==> config.mk <==
export PLATFORM = sky130hd
export DESIGN_NAME = attn_score_head
export DESIGN_NICKNAME = d
export VERILOG_FILES = /design/src/attn_pkg.sv /design/src/qk_matmul.sv /design/src/b2r_converter.sv /design/src/softmax_row.sv /design/src/attn_score_head.sv
export VERILOG_INCLUDE_DIRS = /design/src
export SDC_FILE = /design/constraint.sdc
export NUM_CORES = 2
export LEC_CHECK = 0
export ABC_AREA = 0
export BUFFER_PORTS_ARGS = -buffer_cell sky130_fd_sc_hd__buf_2
export CAP_MARGIN = 20
export CORE_UTILIZATION = 40
export DETAILED_ROUTE_END_ITERATION = 16
export GPL_ROUTABILITY_DRIVEN = 0
export GPL_TIMING_DRIVEN = 0
export SLEW_MARGIN = 20
export SYNTH_ARGS = -nofsm -noshare
export SYNTH_HDL_FRONTEND = slang
export SYNTH_HIERARCHICAL = 1
export SYNTH_SLANG_ARGS = --single-unit
==> constraint.sdc <==
create_clock -name clk -period 12.5 [get_ports clk]
set_input_delay 2.5 -clock clk [delete_from_list [all_inputs] [get_ports clk]]
set_output_delay 2.5 -clock clk [all_outputs]
set_load 0.1 [all_outputs]
==> src/attn_defines.svh <==
// Size, shift and clamp constants of the attention scoring head.
// Included by the package and by every module that needs the sizes.
`ifndef ATTN_DEFINES_SVH
`define ATTN_DEFINES_SVH

// Inner dimension and length of every row
`define ATTN_DIM 4

// Key rows held by the matmul
`define ATTN_TOKENS 4

// Parallel dot-product cores, equal to the scores per block
`define ATTN_CORES 2

// Blocks per score row
`define ATTN_BLOCKS (`ATTN_DIM / `ATTN_CORES)

// Arithmetic right shift applied to each raw dot product
`define ATTN_SHIFT 4

// Largest distance from the row maximum the exponent table resolves
`define ATTN_EXP_CLAMP 15

`endif

==> src/attn_pkg.sv <==
// Shared element, accumulator and row types of the attention scoring head.
// Imported by the RTL modules and the testbench.
`default_nettype none

package attn_pkg;

    `include "attn_defines.svh"

    // Query, key and scaled score element
    typedef logic signed [7:0] elem_t;

    // Sum of ATTN_DIM products of two elements
    typedef logic signed [17:0] acc_t;

    // Exponent table value and probability
    typedef logic [7:0] exp_t;
    typedef logic [7:0] prob_t;

    // Sum of four exponents, at most 4 * 255
    typedef logic [9:0] sum_t;

    typedef elem_t [`ATTN_DIM-1:0] vec_t;
    typedef elem_t [`ATTN_CORES-1:0] block_t;
    typedef prob_t [`ATTN_DIM-1:0] prob_row_t;

    // Key row index
    typedef logic [1:0] tok_idx_t;

endpackage

`default_nettype wire

==> src/qk_matmul.sv <==
// Score product Q*K^T with the key matrix in registers and two dot-product cores.
// Each start yields two blocks of scaled, saturated scores on consecutive cycles.
`timescale 1ns/1ns
`default_nettype none

`include "attn_defines.svh"

module qk_matmul import attn_pkg::*; (
    input  logic     clk,
    input  logic     rst_n,
    input  logic     k_load,
    input  tok_idx_t k_row_idx,
    input  vec_t     k_row,
    input  logic     start,
    input  vec_t     q_row,
    output logic     blk_valid,
    output logic     blk_idx,
    output block_t   blk_scores
);

    localparam acc_t SAT_MAX = 127;
    localparam acc_t SAT_MIN = -128;

    vec_t   keys [`ATTN_TOKENS];
    vec_t   q_reg;
    logic   pend;
    logic   ph;
    logic   accept;
    acc_t   core_sum [`ATTN_CORES];
    block_t sat_next;

    function automatic acc_t dot_product(input vec_t a, input vec_t b);
        acc_t acc;
        acc = '0;
        for (int i = 0; i < `ATTN_DIM; i++) begin
            acc = acc + acc_t'($signed(a[i])) * acc_t'($signed(b[i]));
        end
        return acc;
    endfunction

    // Round half up, shift, then clamp into a signed byte
    function automatic elem_t scale_sat(input acc_t s);
        acc_t r;
        r = (s + acc_t'(1 << (`ATTN_SHIFT - 1))) >>> `ATTN_SHIFT;
        if (r > SAT_MAX) begin
            return elem_t'(SAT_MAX);
        end else if (r < SAT_MIN) begin
            return elem_t'(SAT_MIN);
        end
        return elem_t'(r);
    endfunction

    // A new query is taken unless block 0 is still pending
    assign accept = start && !(pend && !ph);

    always_comb begin
        for (int c = 0; c < `ATTN_CORES; c++) begin
            core_sum[c] = dot_product(q_reg, keys[ph * `ATTN_CORES + c]);
            sat_next[c] = scale_sat(core_sum[c]);
        end
    end

    always_ff @(posedge clk or negedge rst_n) begin
        if (!rst_n) begin
            for (int t = 0; t < `ATTN_TOKENS; t++) begin
                keys[t] <= '0;
            end
        end else if (k_load) begin
            keys[k_row_idx] <= k_row;
        end
    end

    // Block sequencing, ph selects which key rows feed the cores
    always_ff @(posedge clk or negedge rst_n) begin
        if (!rst_n) begin
            pend      <= 1'b0;
            ph        <= 1'b0;
            blk_valid <= 1'b0;
            blk_idx   <= 1'b0;
        end else begin
            blk_valid <= pend;
            blk_idx   <= ph;
            if (pend && !ph) begin
                ph <= 1'b1;
            end else begin
                pend <= start;
                ph   <= 1'b0;
            end
        end
    end

    always_ff @(posedge clk) begin
        if (accept) begin
            q_reg <= q_row;
        end
        if (pend) begin
            blk_scores <= sat_next;
        end
    end

endmodule

`default_nettype wire

==> src/b2r_converter.sv <==
// Gathers score blocks into one full score row and strobes it.
// The output row holds until the next row is complete.
`timescale 1ns/1ns
`default_nettype none

`include "attn_defines.svh"

module b2r_converter import attn_pkg::*; (
    input  logic   clk,
    input  logic   rst_n,
    input  logic   blk_valid,
    input  logic   blk_idx,
    input  block_t blk_scores,
    output logic   row_valid,
    output vec_t   row_scores
);

    // Earlier blocks wait here while the row is incomplete
    block_t stage [`ATTN_BLOCKS-1];
    logic   last_blk;

    assign last_blk = (blk_idx == 1'(`ATTN_BLOCKS - 1));

    always_ff @(posedge clk or negedge rst_n) begin
        if (!rst_n) begin
            row_valid <= 1'b0;
        end else begin
            row_valid <= blk_valid && last_blk;
        end
    end

    always_ff @(posedge clk) begin
        if (blk_valid) begin
            if (!last_blk) begin
                stage[blk_idx] <= blk_scores;
            end else begin
                for (int b = 0; b < `ATTN_BLOCKS - 1; b++) begin
                    for (int c = 0; c < `ATTN_CORES; c++) begin
                        row_scores[b * `ATTN_CORES + c] <= stage[b][c];
                    end
                end
                // Final block goes straight into the top of the row
                for (int c = 0; c < `ATTN_CORES; c++) begin
                    row_scores[(`ATTN_BLOCKS - 1) * `ATTN_CORES + c] <= blk_scores[c];
                end
            end
        end
    end

endmodule

`default_nettype wire

==> src/softmax_row.sv <==
// Row softmax in fixed point with an exponent table and one shared divider.
// Probabilities are scaled to 256 and saturate at 255.
`timescale 1ns/1ns
`default_nettype none

`include "attn_defines.svh"

module softmax_row import attn_pkg::*; (
    input  logic      clk,
    input  logic      rst_n,
    input  logic      row_valid,
    input  vec_t      row_scores,
    output logic      out_valid,
    output prob_row_t out_prob,
    output logic      active
);

    localparam int IDX_W     = $clog2(`ATTN_DIM);
    localparam int DIV_STEPS = 16;

    typedef enum logic [1:0] {
        ST_IDLE,
        ST_LOOKUP,
        ST_DIV
    } state_t;

    state_t           state;
    vec_t             scores;
    elem_t            row_max;
    elem_t            max_next;
    exp_t             e_reg [`ATTN_DIM];
    exp_t             e_next [`ATTN_DIM];
    sum_t             sum_reg;
    sum_t             sum_next;
    logic [15:0]      quo;
    logic [15:0]      quo_next;
    sum_t             rem;
    sum_t             rem_next;
    logic [10:0]      shifted;
    logic [11:0]      trial;
    logic             q_bit;
    prob_t            prob_next;
    logic [3:0]       step;
    logic [IDX_W-1:0] el_idx;
    logic             last_step;
    logic             last_elem;

    // round(255 * exp(-d / 4))
    function automatic exp_t exp_lut(input logic [3:0] d);
        case (d)
            4'd0:    return 8'd255;
            4'd1:    return 8'd199;
            4'd2:    return 8'd155;
            4'd3:    return 8'd120;
            4'd4:    return 8'd94;
            4'd5:    return 8'd73;
            4'd6:    return 8'd57;
            4'd7:    return 8'd44;
            4'd8:    return 8'd35;
            4'd9:    return 8'd27;
            4'd10:   return 8'd21;
            4'd11:   return 8'd16;
            4'd12:   return 8'd13;
            4'd13:   return 8'd10;
            4'd14:   return 8'd8;
            default: return 8'd6;
        endcase
    endfunction

    always_comb begin
        max_next = row_scores[0];
        for (int j = 1; j < `ATTN_DIM; j++) begin
            if ($signed(row_scores[j]) > $signed(max_next)) begin
                max_next = row_scores[j];
            end
        end
    end

    // Distance to the maximum, clamped to the table range
    always_comb begin
        logic signed [8:0] diff;
        sum_next = '0;
        for (int j = 0; j < `ATTN_DIM; j++) begin
            diff = $signed({row_max[7], row_max}) - $signed({scores[j][7], scores[j]});
            if (diff > 9'sd`ATTN_EXP_CLAMP) begin
                e_next[j] = exp_lut(4'(`ATTN_EXP_CLAMP));
            end else begin
                e_next[j] = exp_lut(diff[3:0]);
            end
            sum_next = sum_next + sum_t'(e_next[j]);
        end
    end

    // One restoring division step of e * 256 by the row sum
    always_comb begin
        shifted   = {rem, quo[15]};
        trial     = {1'b0, shifted} - {2'b00, sum_reg};
        q_bit     = !trial[11];
        rem_next  = q_bit ? trial[9:0] : shifted[9:0];
        quo_next  = {quo[14:0], q_bit};
        prob_next = (quo_next > 16'd255) ? 8'd255 : quo_next[7:0];
    end

    assign last_step = (step == 4'(DIV_STEPS - 1));
    assign last_elem = (el_idx == IDX_W'(`ATTN_DIM - 1));
    assign active    = row_valid || (state != ST_IDLE) || out_valid;

    always_ff @(posedge clk or negedge rst_n) begin
        if (!rst_n) begin
            state     <= ST_IDLE;
            step      <= '0;
            el_idx    <= '0;
            out_valid <= 1'b0;
        end else begin
            out_valid <= 1'b0;
            case (state)
                ST_IDLE: begin
                    if (row_valid) begin
                        state <= ST_LOOKUP;
                    end
                end
                ST_LOOKUP: begin
                    state  <= ST_DIV;
                    step   <= '0;
                    el_idx <= '0;
                end
                ST_DIV: begin
                    step <= step + 4'd1;
                    if (last_step) begin
                        if (last_elem) begin
                            state     <= ST_IDLE;
                            out_valid <= 1'b1;
                        end else begin
                            el_idx <= el_idx + 1'b1;
                        end
                    end
                end
                default: state <= ST_IDLE;
            endcase
        end
    end

    always_ff @(posedge clk) begin
        if (state == ST_IDLE && row_valid) begin
            scores  <= row_scores;
            row_max <= max_next;
        end
        if (state == ST_LOOKUP) begin
            e_reg   <= e_next;
            sum_reg <= sum_next;
            quo     <= {e_next[0], 8'd0};
            rem     <= '0;
        end
        if (state == ST_DIV) begin
            if (last_step) begin
                out_prob[el_idx] <= prob_next;
                // Load the next dividend for the following element
                if (!last_elem) begin
                    quo <= {e_reg[el_idx + 1'b1], 8'd0};
                    rem <= '0;
                end
            end else begin
                quo <= quo_next;
                rem <= rem_next;
            end
        end
    end

endmodule

`default_nettype wire

==> src/attn_score_head.sv <==
// Top level of the attention scoring path: matmul, block to row, softmax.
// The host loads keys, sends queries while busy is low and reads both rows.
`timescale 1ns/1ns
`default_nettype none

module attn_score_head import attn_pkg::*; (
    input  logic      clk,
    input  logic      rst_n,
    input  logic      k_load,
    input  tok_idx_t  k_row_idx,
    input  vec_t      k_row,
    input  logic      q_valid,
    input  vec_t      q_row,
    output logic      busy,
    output logic      score_valid,
    output vec_t      score_row,
    output logic      out_valid,
    output prob_row_t out_prob
);

    logic   in_flight;
    logic   q_accept;
    logic   k_load_ok;
    logic   blk_valid;
    logic   blk_idx;
    block_t blk_scores;
    logic   row_valid;
    vec_t   row_scores;
    logic   sm_active;
    logic   sm_active_d;

    // Keys and queries only pass while nothing is in flight
    assign q_accept  = q_valid && !in_flight;
    assign k_load_ok = k_load && !in_flight;
    assign busy      = in_flight;

    always_ff @(posedge clk or negedge rst_n) begin
        if (!rst_n) begin
            in_flight   <= 1'b0;
            sm_active_d <= 1'b0;
        end else begin
            sm_active_d <= sm_active;
            if (q_accept) begin
                in_flight <= 1'b1;
            end else if (sm_active_d && !sm_active) begin
                // Softmax just finished its row
                in_flight <= 1'b0;
            end
        end
    end

    qk_matmul u_matmul (
        .clk        (clk),
        .rst_n      (rst_n),
        .k_load     (k_load_ok),
        .k_row_idx  (k_row_idx),
        .k_row      (k_row),
        .start      (q_accept),
        .q_row      (q_row),
        .blk_valid  (blk_valid),
        .blk_idx    (blk_idx),
        .blk_scores (blk_scores)
    );

    b2r_converter u_b2r (
        .clk        (clk),
        .rst_n      (rst_n),
        .blk_valid  (blk_valid),
        .blk_idx    (blk_idx),
        .blk_scores (blk_scores),
        .row_valid  (row_valid),
        .row_scores (row_scores)
    );

    softmax_row u_softmax (
        .clk        (clk),
        .rst_n      (rst_n),
        .row_valid  (row_valid),
        .row_scores (row_scores),
        .out_valid  (out_valid),
        .out_prob   (out_prob),
        .active     (sm_active)
    );

    // Scaled score row is visible to the host as well
    assign score_valid = row_valid;
    assign score_row   = row_scores;

endmodule

`default_nettype wire

==> qor.csv <==
stage,metric,value,unit
drt,Final ANT Viol Nets,0,
critical_path,worst-path maximum fanout,10,
grt,first-pass GRT wire length,166,mm
timing,final worst-path cycle share,85.5,%
timing,Slew HR,22.9,%
drt,Vias,26700,
drt,wire per inst,20.2,um
timing,# setup viols final,0,
critical_path,Crit path arrival time,10.99,ns
cts,CTS tree,done,
logic_synthesis,Ys Warns,6,
cts,Clock Sinks,380,
logic_synthesis,"Top FF cell, synth",edfxtp_1,
drt,DRT Wirelength,108,mm
cts,post-CTS resize count,0,
cts,CTS Buf Count,47,
floorplanning,# IOs,137,
placement,I/O Buffers,136,
final_layout,Final Core Density,44.6,%
timing,Post-Route Setup TNS,0,ns
cts,H-Tree Depth,2,
drt,1st-pass router iterations,6,
cts,Max clock buf depth,3,
timing,Slew @ Worst Pin,1.16,ns
floorplanning,row count,116,
outcome,status,"finished, final reports clean",
logic_synthesis,Post-Syn Area,0.0407,sq mm
drt,vias per cell,4.98,
logic_synthesis,post-synthesis sequential area ratio,25.6,%
timing,max-slew violations,0,
critical_path,startpoint type of the worst setup path,flop,
floorplanning,core box area,0.100,sq mm
placement,Placed Area,0.0432,sq mm
job,maxcap violations,0,
final_layout,max reg flops,128,
critical_path,crit end category,flop,
timing,Fin. Hold Viols,0,
critical_path,WS Path Type,reg -> reg,
logic_synthesis,Syn Nets,4793,
floorplanning,die area,0.103,sq mm
floorplanning,Initial Utilization,40.5,%
logic_synthesis,Post-Syn Area per Cell,10.8,sq um
logic_synthesis,async set-reset flop share out of synthesis,37.9,%
floorplanning,Die X,321,um
hold_path,worst hold path type,reg -> reg,
logic_synthesis,number of synthesized flops with an enable pin,210,
cts,clk slew on worst S/H paths,0.07,ns
cts,Hold Buf Count CTS,0,
final_layout,share of cells above drive strength 1,12.0,%
final_layout,largest register by flop count,u_matmul/keys,
placement,post-DP HPWL,89.2,mm
drt,DRC viols,0,
grt,largest net degree at the start of global routing,89,
timing,min Tclk post-route,10.68,ns
grt,initial antenna violation count,20,
timing,Clock Skews,0.0684,ns
cts,clock latency on the worst-skew pair,0.66,ns
cts,CTS root buffer,clkbuf_16,
final_layout,Area Overhead vs Synth,10.2,%
logic_synthesis,synthesized flop and latch total,380,
logic_synthesis,Mapped Cells,3778,
grt,vias in the first global route,27700,
floorplanning,Die Ht,321,um
timing,Max Fclk,93.6,MHz
final_layout,layout net count,4982,
grt,remaining global-route overflow,0,
logic_synthesis,Yosys cell types,83,
timing,RSZ-0062 raised after global routing,no,
drt,First DRT Iteration DRCs,1995,
critical_path,Critical Path RT,12.81,ns
cts,Post-CTS Setup Bufs,0,
final_layout,Finished Cell Area,0.0448,sq mm
grt,aggregate global-route resource usage,21.6,%
## Yosys cell counts (all sizes together) (23+ instances only)
cell | number | area share (%)
clkbuf | 63 | 0.58
nand2b | 53 | 0.81
ha | 292 | 9.0
nor2b | 113 | 1.8
o31ai | 23 | 0.46
xnor2 | 65 | 1.4
edfxtp | 210 | 15
fa | 653 | 32
inv | 896 | 8.3
nor3 | 24 | 0.30
mux2 | 173 | 4.8
and2 | 151 | 2.3
dfxtp | 26 | 1.3
o21ai | 86 | 1.1
mux2i | 33 | 0.85
dfrtp | 144 | 8.9
a21oi | 81 | 1.0
nor2 | 122 | 1.1
or2 | 44 | 0.68
nand2 | 254 | 2.3
xor2 | 27 | 0.60
## cells by family (layout without fill, tap and decap cells)
family | Yosys count | after routing | share of synthesized area (%)
compound gates | 330 | 330 | 5.46
simple gates | 844 | 844 | 10.7
mux | 214 | 214 | 6.08
flops | 380 | 380 | 25.6
xor+xnor | 92 | 92 | 2.02
buf+inv | 973 | 1198 | 9.03
other cells | 0 | 7 | 0
fa+ha+maj | 945 | 945 | 41.1
## layout by cell type (no fill, tap or decap), drive strengths merged, types with 24 or more instances in the layout
cell / instances
a21oi: 81
and2: 151
buf: 154
clkbuf: 123
dfrtp: 144
dfxtp: 26
edfxtp: 210
fa: 653
ha: 292
inv: 903
mux2: 173
mux2i: 33
nand2: 254
nand2b: 53
nor2: 122
nor2b: 113
nor3: 24
o21ai: 86
or2: 44
xnor2: 65
xor2: 27
## critical path, stage by stage (launching register included)
cell	delay, ns
dfrtp_1	0.45
buf_6	0.20
clkbuf_1	0.82
mux2i_1	0.98
nand2b_1	0.44
inv_1	0.23
fa_1	0.50
fa_1	0.51
inv_1	0.05
fa_1	0.47
inv_1	0.05
fa_1	0.48
fa_1	0.56
fa_1	0.53
fa_1	0.54
inv_1	0.05
fa_1	0.52
inv_1	0.05
ha_1	0.36
nand4_1	0.17
a21oi_1	0.08
a211oi_1	0.61
o21ai_0	0.31
a31oi_1	0.26
xnor2_1	0.22
a31oi_1	0.62
o21ai_1	0.25
## path summary, 6_finish.rpt
check / startpoint / end / slack (ns) / depth (start not counted)
hold / removal: u_b2r/stage[0][2] / u_b2r/row_scores[2] / 0.41 / 0
hold reg to reg: u_b2r/stage[0][2] / u_b2r/row_scores[2] / 0.41 / 0
min in group asynchronous: rst_n / busy / 1.76 / 1
setup / recovery: u_matmul/ph / u_matmul/blk_scores[6] / 1.82 / 26
setup reg to reg: u_matmul/ph / u_matmul/blk_scores[6] / 1.82 / 26
max in group asynchronous: rst_n / u_matmul/keys[9] / 9.79 / 2
## through the flow
step,cells,setup slack (ns),hold WS (ns)
2_1_floorplan,3778,3.95,0.400
3_3_place_gp,5271,1.74,0.402
3_5_place_dp,5275,1.66,0.405
4_1_cts,5360,1.57,0.413
5_1_grt,5360,1.40,0.425
6_report,5367,1.82,0.412
## routing by layer
metal	part of all wire (%)	track usage, %
met1	43	29.1
met2	47	35.3
met3	7.3	4.91
met4	2.6	5.47
met5	0.10	0
## final cells by class
class	instances	area (sq um)
Sequential cell	380	10400
Tap cell	1357	1700
Buffer	77	314
Antenna cell	7	17.5
Clock inverter	25	269
Timing Repair Buffer	140	778
Multi-Input combinational cell	2425	26600
Fill cell	9664	55600
Inverter	896	3360
Clock buffer	60	1330
Power is not shown: default switching activity piles up to over one toggle a cycle in this logic, so the estimate is an artifact.
